<file path="src/source/move_sort_params.svh">
//----------------------------------------
// sizes and constants of the move sorter
// include wherever a width is needed
//----------------------------------------
`ifndef MOVE_SORT_PARAMS_SVH
`define MOVE_SORT_PARAMS_SVH

`define MAX_POSITIONS 16
`define MAX_POSITIONS_LOG2 4

`define EVAL_WIDTH 16
`define RECORD_WIDTH 32
`define PV_BIT (`EVAL_WIDTH + 3)  // pv flag sits above the eval field

`define LINE_BYTES 8

`define GLOBAL_VALUE_KING 20000
`define BAD_EVAL (-(`GLOBAL_VALUE_KING + 500))  // below any real eval

`endif
</file>
<file path="src/source/sort_ctrl_pkg.sv">
//----------------------------------------
// controller states and memory bus types
//----------------------------------------
`default_nettype none

`include "move_sort_params.svh"

package sort_ctrl_pkg;

   typedef enum logic [2:0] {
      idle,
      table_fill,
      sort_even,
      sort_odd,
      reorder,
      done
   } sort_state_t;

   typedef logic [31:0] line_addr_t;  // byte address
   typedef logic [`LINE_BYTES * 8 - 1:0] line_data_t;
   typedef logic [`LINE_BYTES - 1:0] byte_we_t;

endpackage

`default_nettype wire

</file>
<file path="src/source/move_types_pkg.sv">
//----------------------------------------
// move record and sort key types
//----------------------------------------
`default_nettype none

`include "move_sort_params.svh"

package move_types_pkg;

   typedef logic [`RECORD_WIDTH - 1:0] move_record_t;
   typedef logic signed [`EVAL_WIDTH - 1:0] eval_t;
   typedef logic [`MAX_POSITIONS_LOG2 - 1:0] move_index_t;

   function automatic eval_t record_eval(input move_record_t rec);
      return eval_t'(rec[`EVAL_WIDTH - 1:0]);
   endfunction

   function automatic logic record_pv(input move_record_t rec);
      return rec[`PV_BIT];
   endfunction

endpackage

`default_nettype wire

</file>
<file path="src/source/move_sort_top.sv">
//----------------------------------------
// move ordering block, top level
// write moves, sort, stream lines to memory
//----------------------------------------
`default_nettype none

module move_sort_top
(
   input  logic                         clk,
   input  logic                         reset,
   input  logic                         evaluate_go,
   input  logic                         sort_start,
   input  logic                         sort_clear,
   input  logic                         white_to_move,
   input  logic                         ram_wr_addr_init,
   input  logic                         ram_wr,
   input  move_types_pkg::move_record_t ram_wr_data,
   input  move_types_pkg::move_index_t  ram_rd_addr,
   output move_types_pkg::move_record_t ram_rd_data,
   output move_types_pkg::move_index_t  ram_wr_addr,
   output sort_ctrl_pkg::line_addr_t    bus_addr,
   output sort_ctrl_pkg::line_data_t    bus_din,
   output sort_ctrl_pkg::byte_we_t      bus_we,
   output logic                         sort_complete
);
   import move_types_pkg::*;

   logic         table_init;
   logic         fill_en;
   logic         pass_even;
   logic         pass_odd;
   logic         sorted_even;
   logic         sorted_odd;
   logic         reorder_en;
   move_index_t  reorder_index;
   move_index_t  sorted_addr;
   move_record_t sorted_record;

   move_store move_store_inst
   (
      .clk              (clk),
      .reset            (reset),
      .ram_wr_addr_init (ram_wr_addr_init),
      .ram_wr           (ram_wr),
      .ram_wr_data      (ram_wr_data),
      .ram_rd_addr      (ram_rd_addr),
      .ram_rd_data      (ram_rd_data),
      .ram_wr_addr      (ram_wr_addr),
      .sorted_addr      (sorted_addr),
      .sorted_record    (sorted_record)
   );

   sort_key_table sort_key_table_inst
   (
      .clk           (clk),
      .table_init    (table_init),
      .fill_en       (fill_en),
      .ram_wr        (ram_wr),
      .ram_wr_addr   (ram_wr_addr),
      .ram_wr_data   (ram_wr_data),
      .white_to_move (white_to_move),
      .pass_even     (pass_even),
      .pass_odd      (pass_odd),
      .sorted_even   (sorted_even),
      .sorted_odd    (sorted_odd),
      .reorder_index (reorder_index),
      .sorted_addr   (sorted_addr)
   );

   sort_control sort_control_inst
   (
      .clk           (clk),
      .reset         (reset),
      .evaluate_go   (evaluate_go),
      .sort_start    (sort_start),
      .sort_clear    (sort_clear),
      .ram_wr_addr   (ram_wr_addr),
      .sorted_even   (sorted_even),
      .sorted_odd    (sorted_odd),
      .table_init    (table_init),
      .fill_en       (fill_en),
      .pass_even     (pass_even),
      .pass_odd      (pass_odd),
      .reorder_en    (reorder_en),
      .reorder_index (reorder_index),
      .sort_complete (sort_complete)
   );

   reorder_writer reorder_writer_inst
   (
      .clk           (clk),
      .reset         (reset),
      .reorder_en    (reorder_en),
      .sorted_record (sorted_record),
      .bus_addr      (bus_addr),
      .bus_din       (bus_din),
      .bus_we        (bus_we)
   );

endmodule

`default_nettype wire

</file>
<file path="src/source/reorder_writer.sv">
//----------------------------------------
// turns sorted records into line writes
// one line per cycle from address 0
//----------------------------------------
`default_nettype none

`include "move_sort_params.svh"

module reorder_writer
(
   input  logic                         clk,
   input  logic                         reset,
   input  logic                         reorder_en,
   input  move_types_pkg::move_record_t sorted_record,
   output sort_ctrl_pkg::line_addr_t    bus_addr,
   output sort_ctrl_pkg::line_data_t    bus_din,
   output sort_ctrl_pkg::byte_we_t      bus_we
);
   import sort_ctrl_pkg::*;

   logic       en_key;     // lines up with sorted_addr
   logic       en_rec;     // lines up with sorted_record
   line_addr_t next_addr;

   always_ff @(posedge clk)
   begin
      if (reset)
      begin
         en_key <= 1'b0;
         en_rec <= 1'b0;
         next_addr <= '0;
         bus_we <= '0;
      end
      else
      begin
         en_key <= reorder_en;
         en_rec <= en_key;
         bus_we <= {`LINE_BYTES{en_rec}};
         // restart at 0 between runs
         if (en_rec)
            next_addr <= next_addr + `LINE_BYTES;
         else
            next_addr <= '0;
      end
   end

   always_ff @(posedge clk)
   begin
      bus_addr <= next_addr;
      bus_din <= line_data_t'(sorted_record);  // record in the low bytes
   end

endmodule

`default_nettype wire

</file>
<file path="src/source/sort_control.sv">
//----------------------------------------
// sequencer for fill, sort passes,
// reorder and completion
//----------------------------------------
`default_nettype none

module sort_control
(
   input  logic                        clk,
   input  logic                        reset,
   input  logic                        evaluate_go,
   input  logic                        sort_start,
   input  logic                        sort_clear,
   input  move_types_pkg::move_index_t ram_wr_addr,
   input  logic                        sorted_even,
   input  logic                        sorted_odd,
   output logic                        table_init,
   output logic                        fill_en,
   output logic                        pass_even,
   output logic                        pass_odd,
   output logic                        reorder_en,
   output move_types_pkg::move_index_t reorder_index,
   output logic                        sort_complete
);
   import move_types_pkg::*;
   import sort_ctrl_pkg::*;

   localparam int WRITER_LATENCY = 3;  // key lookup, record read, bus register

   sort_state_t state;
   move_index_t entry_count;
   move_index_t last_index;
   logic [1:0]  drain_count;

   assign last_index = entry_count - 1'b1;  // 16 entries wrap to 15

   assign table_init = (state == idle);
   assign fill_en = (state == table_fill);
   assign pass_even = (state == sort_even);
   assign pass_odd = (state == sort_odd);
   assign reorder_en = (state == reorder);

   always_ff @(posedge clk)
   begin
      if (reset)
      begin
         state <= idle;
         reorder_index <= '0;
         drain_count <= '0;
         sort_complete <= 1'b0;
      end
      else
      begin
         case (state)
            idle:
            begin
               reorder_index <= '0;
               drain_count <= '0;
               sort_complete <= 1'b0;
               if (evaluate_go)
                  state <= table_fill;
            end
            table_fill:
            begin
               if (sort_start)
               begin
                  entry_count <= ram_wr_addr;
                  state <= sort_even;
               end
            end
            // both flags set means two quiet passes in a row
            sort_even:
               state <= (sorted_even && sorted_odd) ? reorder : sort_odd;
            sort_odd:
               state <= (sorted_even && sorted_odd) ? reorder : sort_even;
            reorder:
            begin
               reorder_index <= reorder_index + 1'b1;
               if (reorder_index == last_index)
                  state <= done;
            end
            done:
            begin
               if (drain_count == 2'(WRITER_LATENCY - 1))
                  sort_complete <= 1'b1;  // last line is out
               else
                  drain_count <= drain_count + 1'b1;
               if (sort_clear)
                  state <= idle;
            end
            default:
               state <= idle;
         endcase
      end
   end

endmodule

`default_nettype wire

</file>
<file path="src/source/sort_key_table.sv">
//----------------------------------------
// key, pv and address tables with the odd-even
// transposition passes; moves are written after evaluate_go
//----------------------------------------
`default_nettype none

`include "move_sort_params.svh"

module sort_key_table
(
   input  logic                         clk,
   input  logic                         table_init,
   input  logic                         fill_en,
   input  logic                         ram_wr,
   input  move_types_pkg::move_index_t  ram_wr_addr,
   input  move_types_pkg::move_record_t ram_wr_data,
   input  logic                         white_to_move,
   input  logic                         pass_even,
   input  logic                         pass_odd,
   output logic                         sorted_even,
   output logic                         sorted_odd,
   input  move_types_pkg::move_index_t  reorder_index,
   output move_types_pkg::move_index_t  sorted_addr
);
   import move_types_pkg::*;

   eval_t                        key_table [`MAX_POSITIONS];
   logic [`MAX_POSITIONS - 1:0]  pv_table;
   move_index_t                  addr_table [`MAX_POSITIONS];
   logic [`MAX_POSITIONS - 2:0]  swap;      // one bit per neighbour pair
   eval_t                        fill_key;

   // lower slot loses to a pv move or to a strictly higher key
   function automatic logic must_swap(input logic pv_lo, input eval_t key_lo,
                                      input logic pv_hi, input eval_t key_hi);
      if (pv_lo != pv_hi)
         return pv_hi;
      return key_lo < key_hi;
   endfunction

   assign fill_key = white_to_move ? record_eval(ram_wr_data) : -record_eval(ram_wr_data);

   always_comb
   begin
      for (int i = 0; i < `MAX_POSITIONS - 1; i++)
      begin
         swap[i] = ((i % 2 == 0) ? pass_even : pass_odd) &&
                   must_swap(pv_table[i], key_table[i], pv_table[i + 1], key_table[i + 1]);
      end
   end

   always_ff @(posedge clk)
   begin
      if (table_init)
      begin
         for (int i = 0; i < `MAX_POSITIONS; i++)
         begin
            key_table[i] <= eval_t'(`BAD_EVAL);
            pv_table[i] <= 1'b0;
            addr_table[i] <= move_index_t'(i);
         end
         sorted_even <= 1'b0;
         sorted_odd <= 1'b0;
      end
      else if (fill_en)
      begin
         if (ram_wr)
         begin
            key_table[ram_wr_addr] <= fill_key;
            pv_table[ram_wr_addr] <= record_pv(ram_wr_data);
         end
      end
      else
      begin
         // pairs of one pass never overlap
         for (int i = 0; i < `MAX_POSITIONS - 1; i++)
         begin
            if (swap[i])
            begin
               key_table[i] <= key_table[i + 1];
               key_table[i + 1] <= key_table[i];
               pv_table[i] <= pv_table[i + 1];
               pv_table[i + 1] <= pv_table[i];
               addr_table[i] <= addr_table[i + 1];
               addr_table[i + 1] <= addr_table[i];
            end
         end
         if (pass_even)
            sorted_even <= ~|swap;
         if (pass_odd)
            sorted_odd <= ~|swap;
      end
   end

   always_ff @(posedge clk)
   begin
      sorted_addr <= addr_table[reorder_index];  // original record address
   end

endmodule

`default_nettype wire

</file>
<file path="src/source/move_store.sv">
//----------------------------------------
// move record RAM with write pointer
// host read port and sorted read port
//----------------------------------------
`default_nettype none

`include "move_sort_params.svh"

module move_store
(
   input  logic                         clk,
   input  logic                         reset,
   input  logic                         ram_wr_addr_init,
   input  logic                         ram_wr,
   input  move_types_pkg::move_record_t ram_wr_data,
   input  move_types_pkg::move_index_t  ram_rd_addr,
   output move_types_pkg::move_record_t ram_rd_data,
   output move_types_pkg::move_index_t  ram_wr_addr,
   input  move_types_pkg::move_index_t  sorted_addr,
   output move_types_pkg::move_record_t sorted_record
);
   import move_types_pkg::*;

   move_record_t ram [`MAX_POSITIONS];

   // write pointer, a write beats init
   always_ff @(posedge clk)
   begin
      if (reset)
         ram_wr_addr <= '0;
      else if (ram_wr)
         ram_wr_addr <= ram_wr_addr + 1'b1;
      else if (ram_wr_addr_init)
         ram_wr_addr <= '0;
   end

   always_ff @(posedge clk)
   begin
      if (ram_wr)
         ram[ram_wr_addr] <= ram_wr_data;
   end

   always_ff @(posedge clk)
   begin
      ram_rd_data <= ram[ram_rd_addr];     // host side
      sorted_record <= ram[sorted_addr];   // reorder side
   end

endmodule

`default_nettype wire

</file>
<file path="config.mk">
export PLATFORM = sky130hd
export DESIGN_NAME = move_sort_top
export DESIGN_NICKNAME = d
export VERILOG_FILES = /design/src/source/sort_ctrl_pkg.sv /design/src/source/move_types_pkg.sv /design/src/source/move_sort_top.sv /design/src/source/reorder_writer.sv /design/src/source/sort_control.sv /design/src/source/sort_key_table.sv /design/src/source/move_store.sv
export VERILOG_INCLUDE_DIRS = /design/src /design/src/source
export SDC_FILE = /design/constraint.sdc
export NUM_CORES = 2
export LEC_CHECK = 0
export ABC_AREA = 1
export BUFFER_PORTS_ARGS = -buffer_cell sky130_fd_sc_hd__buf_4
export CORE_MARGIN = 2
export CORE_UTILIZATION = 26
export DETAILED_ROUTE_END_ITERATION = 10
export PLACE_DENSITY_LB_ADDON = 0.1
export SLEW_MARGIN = 15
export SYNTH_ARGS = -nofsm -noshare
export SYNTH_HDL_FRONTEND = slang
export SYNTH_SLANG_ARGS = --single-unit
</file>
<file path="constraint.sdc">
create_clock -name clk -period 5.28 [get_ports clk]
set_input_delay 0.792 -clock clk [delete_from_list [all_inputs] [get_ports clk]]
set_output_delay 0.792 -clock clk [all_outputs]
set_load 0.02 [all_outputs]
</file>
# Word level (Yosys, flattened, before mapping)
# Memories as Yosys holds them, arrays and structs flattened. A register that Yosys moved wholly into a read port is not among the register bits.
# Cells that the tools add are included.
[op_classes]
add_sub_neg = 6
magnitude_cmp = 17
n_eq_ne = 29
muxes = 216
bitwise_logic = 63
reduce_logical = 63
[ops]
columns = ["cell", "count"]
rows = [
  ["$mux W16", 34],
  ["$lt A16 B16 Y1", 15],
  ["$mux W4", 33],
  ["$mux W1", 115],
  ["$or A1 B1 Y1", 60],
  ["$mux W2", 22],
  ["$reduce_and A2 Y1", 20],
  ["$add A32 B4 Y32 const B", 1],
  ["$reduce_bool A3 Y1", 8],
  ["$reduce_bool A4 Y1", 6],
  ["$mux W3", 6],
  ["$pmux W3 S6", 1],
  ["$logic_and A1 B1 Y1", 17],
  ["$bwmux W16", 1],
  ["$neg A16 Y16", 1],
  ["$reduce_or A16 Y1", 1],
  ["$ne A1 B1 Y1", 15],
  ["$reduce_or A15 Y1", 1],
  ["$ne A2 B2 Y1 const B", 6],
  ["$reduce_bool A2 Y1", 5],
  ["$add A4 B1 Y4 const B", 2],
  ["$pmux W4 S2", 1],
  ["$eq A3 B2 Y1 const B", 2],
  ["$eq A3 B3 Y1 const B", 2],
  ["17 further kinds", 19],
]
[totals]
ff_bits = 135
ramBits = 832
in_bits = 44
word_cells = 427
memories = 3
[mem_list]
columns = ["memory", "words", "word_bits", "read_ports", "rd_clocked_by_memory_dff", "wr", "line_no", "source"]
rows = [
  ["move_store_inst.ram", 16, 32, 2, 2, 1, "move_store.sv:24", "move_record_t ram [`MAX_POSITIONS];"],
  ["sort_key_table_inst.key_table", 16, 16, 16, 0, 16, "sort_key_table.sv:27", "eval_t key_table [`MAX_POSITIONS];"],
  ["sort_key_table_inst.addr_table", 16, 4, 17, 1, 16, "sort_key_table.sv:29", "move_index_t addr_table [`MAX_POSITIONS];"],
]

# Logic depth before layout (Yosys ltp)
[logic_depth]
ltp_word = 26
ltp_mapped = 20

# Hierarchy
# From an unflattened synthesis, not the netlist that was laid out.
[hier_totals]
hier_cells = 6878
hier_area_um2 = 57269.9
[modules_own_cells]
columns = ["module", "instances", "cells_each", "area_per_inst_um2"]
rows = [
  ["move_store", 1, 3342, 28895.2],
  ["sort_key_table", 1, 3095, 24444.7],
  ["reorder_writer", 1, 330, 3101.7],
  ["sort_control", 1, 111, 828.3],
]

# Worst setup path before layout
# Ideal clock, no wire load.
[synth_path]
path_type = "input to register"
startpoint = "input port ram_wr"
endpoint = "memory sort_key_table_inst.key_table[1][0] (netlist name) (enable)"
setup_ns = 0.378
arrival_ns = 3.964
required_time_ns = 4.902
path_slack_ns = 0.938
path_stages = 4
path_buffers = 0
path_cell_list = "inv_1 -> nor3_1 -> nand2_1 -> nand4_1"
[synth_lines]
columns = ["item", "line_no", "source"]
rows = [
  ["start: declaration", "move_sort_top.sv:16", "input logic ram_wr,"],
  ["end: declaration", "sort_key_table.sv:27", ""],
]

==> results.cfg <==
[sta]
setup_ws_ns = 1.47
final_max_slew_viol_count = 0
min_period_ns = 3.81
fin_tns_setup_ns = 0
hold_viol_final = 0
skew_ns = 0.0266
holdWs_ns = 0.279
finalSetupViolCount = 0
fin_crit_sh_pct = 72.2
rsz0062_at_grt = no
tightest_slew_ns = 1.17
slew_headroom_pct = 22.1
max_freq_mhz = 262

[floorplan]
initial_utilization_pct = 26.1
dieArea_um2 = 209000
die_h_um = 457
die_x_um = 457
pin_count = 185
core_area_um2 = 204000
row_count = 166

[synth]
syn_area_per_cell_um2 = 9.18
synth_edf_count = 836
synth_top_area_cell = edfxtp_1
syn_inst = 5815
ys_seq_area_share_pct = 54.3
yosys_warnings = 0
ys.flop_type = edfxtp_1
synth_top_area_share_pct = 47.0
synth_cell_types = 51
synthTopCellsByArea = edfxtp_1 (47%), dfxtp_1 (7.2%), nand2_1 (6.9%), o21ai_0 (6.3%), inv_1 (5.6%)
synth_seq_cells = 1029
async_reset_ff_share_pct = 0
syn_area_um2 = 53400

[clocking]
cts_root_buf = clkbuf_16
htreeDepth = 4
cts_buffers = 135
cts_tree = built
clkTransAtPathRegs_ns = 0.06
cts_max_path_buffers = 3
postCtsSetupBuffers = 0
cts_sinks = 1029
hold_buffers = 0
cts_repair_resize_count = 0
clkLatencyLatePin_ns = 0.80

[final_layout]
nets = 6140
stdcell_count = 8670
layout-drive-gt1-share_pct = 8.75
utilization_pct = 30.3
final_common_cell = nand2_1
area_delta_synth_final_pct = 16.0
final_cell_mix = nand2_1 (987), edfxtp_1 (836), inv_1 (789)

[drt]
wire_per_inst_um = 23.8
drc = 0
drt-pass1-iter-count = 5
first_iter_violations = 3822
dr_total_vias = 43200
via_per_inst = 4.99
routed_wl_um = 207000
antenna_left = 0

[power]
internal_power_mw = 18.9
ir_drop_mv = 0.338
p_leak_nw = 25.1
p_seq_share_pct = 36.9
pwr_density_cell_nw_per_um2 = 505
p_clk_share_pct = 29.4
p_sw_mw = 12.4
p_sw_share_pct = 39.7
power_frac_comb_pct = 33.7

[placed_design]
routabilityCongestion = 0.849
dp_cells = 8413
pre_cts_ws_ns = 1.43
port_buffers = 149
place_hpwl_um = 132000

[setup_path]
path_cells = inv_1 -> ha_1 -> nand2_1 -> inv_1 -> o21ai_0 -> a21oi_1 -> nor2_1 -> nand2_1 -> nand2_1 -> nand3_1 -> nand2_1 -> buf_4 -> nand2_1 -> inv_1 -> nand3_1
worst_path_max_delay_cell = nand3_1
critical_path_peak_fanout = 34
cp.required_ns = 5.53
timing.reg2reg.setup_slack_ns = 1.47
worstReg2RegEnd = sort_key_table_inst.key_table[5][13]$_DFFE_PP_
cpMostUsedCell = nand2_1
startpoint_type = register
crit_type = register to register
reg2reg_from = sort_key_table_inst.key_table[6][9]$_DFFE_PP_
worst_setup_path_end_kind = register
critPathArrivalTime_ns = 4.07
ff2ff_path_depth = 15
cpPeakStageDelay_ns = 0.70

[outcome]
status = complete, no violations

[global_route]
grt_pass1_wl_um = 299000
grt_pass1_vias = 42500
grt_usage_pct = 19.3
grt_max_degree = 173
grt_overflow = 0
antenna_found_initial = 13

[job]
max_cap_violations = 0

[worst_hold_path]
min_path_type = primary input to register
hold_depth = 2
min_from = reset
hold_end = sort_control_inst.drain_count[0]$_SDFFE_PP0P_
==> flip-flops by register name (all words and copies together) (netlist names), 2 cells and up <==
| register | flops |
|---|---|
| move_store_inst.ram_wr_addr | 4 |
| sort_key_table_inst.pv_table | 16 |
| sort_key_table_inst.addr_table | 64 |
| reorder_writer_inst.bus_addr | 29 |
| sort_key_table_inst.sorted_addr | 4 |
| reorder_writer_inst.bus_din | 32 |
| sort_key_table_inst.key_table | 256 |
| sort_control_inst.state | 3 |
| sort_control_inst.entry_count | 4 |
| sort_control_inst.drain_count | 2 |
| reorder_writer_inst.next_addr | 29 |
| move_store_inst.ram | 512 |
| sort_control_inst.reorder_index | 4 |
| move_store_inst.sorted_record | 32 |
| move_store_inst.ram_rd_data | 32 |
==> critical path, delay by kind of cell (launching register included) <==
family                   cells  cell delay, ns
AND/OR/NAND/NOR              8            1.48
buffers and inverters        4            0.73
adder cells (fa/ha/maj)      1            0.31
flip-flops                   1            0.42
AO/OA/AOI/OAI                2            0.31
==> power by group through the flow <==
stage,logic (mW),clock network (mW),registers [mW]
after floorplan,6.56,0,11.2
after global placement,10.6,0,11.7
after detailed placement,10.6,0,11.7
after CTS,10.6,9.49,11.6
after global routing,11.7,9.77,11.7
final,10.5,9.21,11.6
==> per-stage QoR <==
stage	total power, mW	instance area, µm²
floorplan	17.8	53500
global placement	22.3	57500
detailed placement	22.3	57500
CTS	31.6	61900
global route	33.1	61900
finish	31.3	61900
==> cell type report <==
cell class                      count  area [µm²]
Sequential cell                  1029       29000
Tap cell                         2688        3360
Timing Repair Buffer              258        2140
Inverter                          808        3040
Antenna cell                        8        20.0
Clock buffer                      199        3840
Clock inverter                     50         553
Multi-Input combinational cell   3630       20000
Fill cell                       21400      142000
==> metal layers <==
| metal | global-route usage, % | part of all wire (%) | vias up | routed length [µm] |
|---|---|---|---|---|
| met1 | 26.5 | 46 | 21300 | 94800 |
| met2 | 31.0 | 46 | 1209 | 95200 |
| met4 | 6.69 | 3.0 | 2 | 6190 |
| met3 | 2.88 | 5.0 | 302 | 10400 |
| li1 | - | - | 20400 | - |
| met5 | 0 | 0.0063 | - | 13 |
==> Yosys cell counts, types with 31 or more instances <==
library cell  count
buf_4            43
o221ai_1         82
ha_1            234
buf_2            40
clkbuf_1        271
nand3_1         295
nor3_1           31
inv_1           792
edfxtp_1        836
o21ai_0         674
o22ai_1         147
dfxtp_1         193
nor2_1          223
a32oi_1          65
a21oi_1         580
o211ai_1        139
nand2_1         988
==> logic make-up (layout without fill, tap and decap cells) <==
logic type | after synthesis | count (layout) | share of synthesized area (%)
and+or+nand+nor | 1588 | 1588 | 12.4
AOI/OAI and AO/OA | 1758 | 1758 | 18.9
xor gates and xnor gates | 15 | 15 | 0.246
other | 1 | 43 | 0.00702
adders and majority gates | 234 | 234 | 5.48
buffers and inverters | 1190 | 1315 | 8.78
DFF | 1029 | 1029 | 54.3
==> worst max-delay path by stage <==
| stage | slack [ns] | to | from | depth (start not counted) |
|---|---|---|---|---|
| 2_1_floorplan | 0.94 | sort_key_table_inst.key_table[1][0]$_DFFE_PP_ | ram_wr | 4 |
| 5_1_grt | 1.21 | sort_key_table_inst.key_table[5][9]$_DFFE_PP_ | sort_key_table_inst.key_table[6][5]$_DFFE_PP_ | 15 |
| 3_5_place_dp | 1.43 | sort_key_table_inst.key_table[9][14]$_DFFE_PP_ | ram_wr_data[0] | 12 |
| 6_report | 1.47 | sort_key_table_inst.key_table[5][13]$_DFFE_PP_ | sort_key_table_inst.key_table[6][9]$_DFFE_PP_ | 15 |
| 3_3_place_gp | 1.40 | sort_key_table_inst.key_table[9][14]$_DFFE_PP_ | ram_wr_data[0] | 12 |
| 4_1_cts | 1.54 | sort_key_table_inst.key_table[5][15]$_DFFE_PP_ | sort_key_table_inst.key_table[6][9]$_DFFE_PP_ | 15 |
Power figures use the tool's default switching activity.
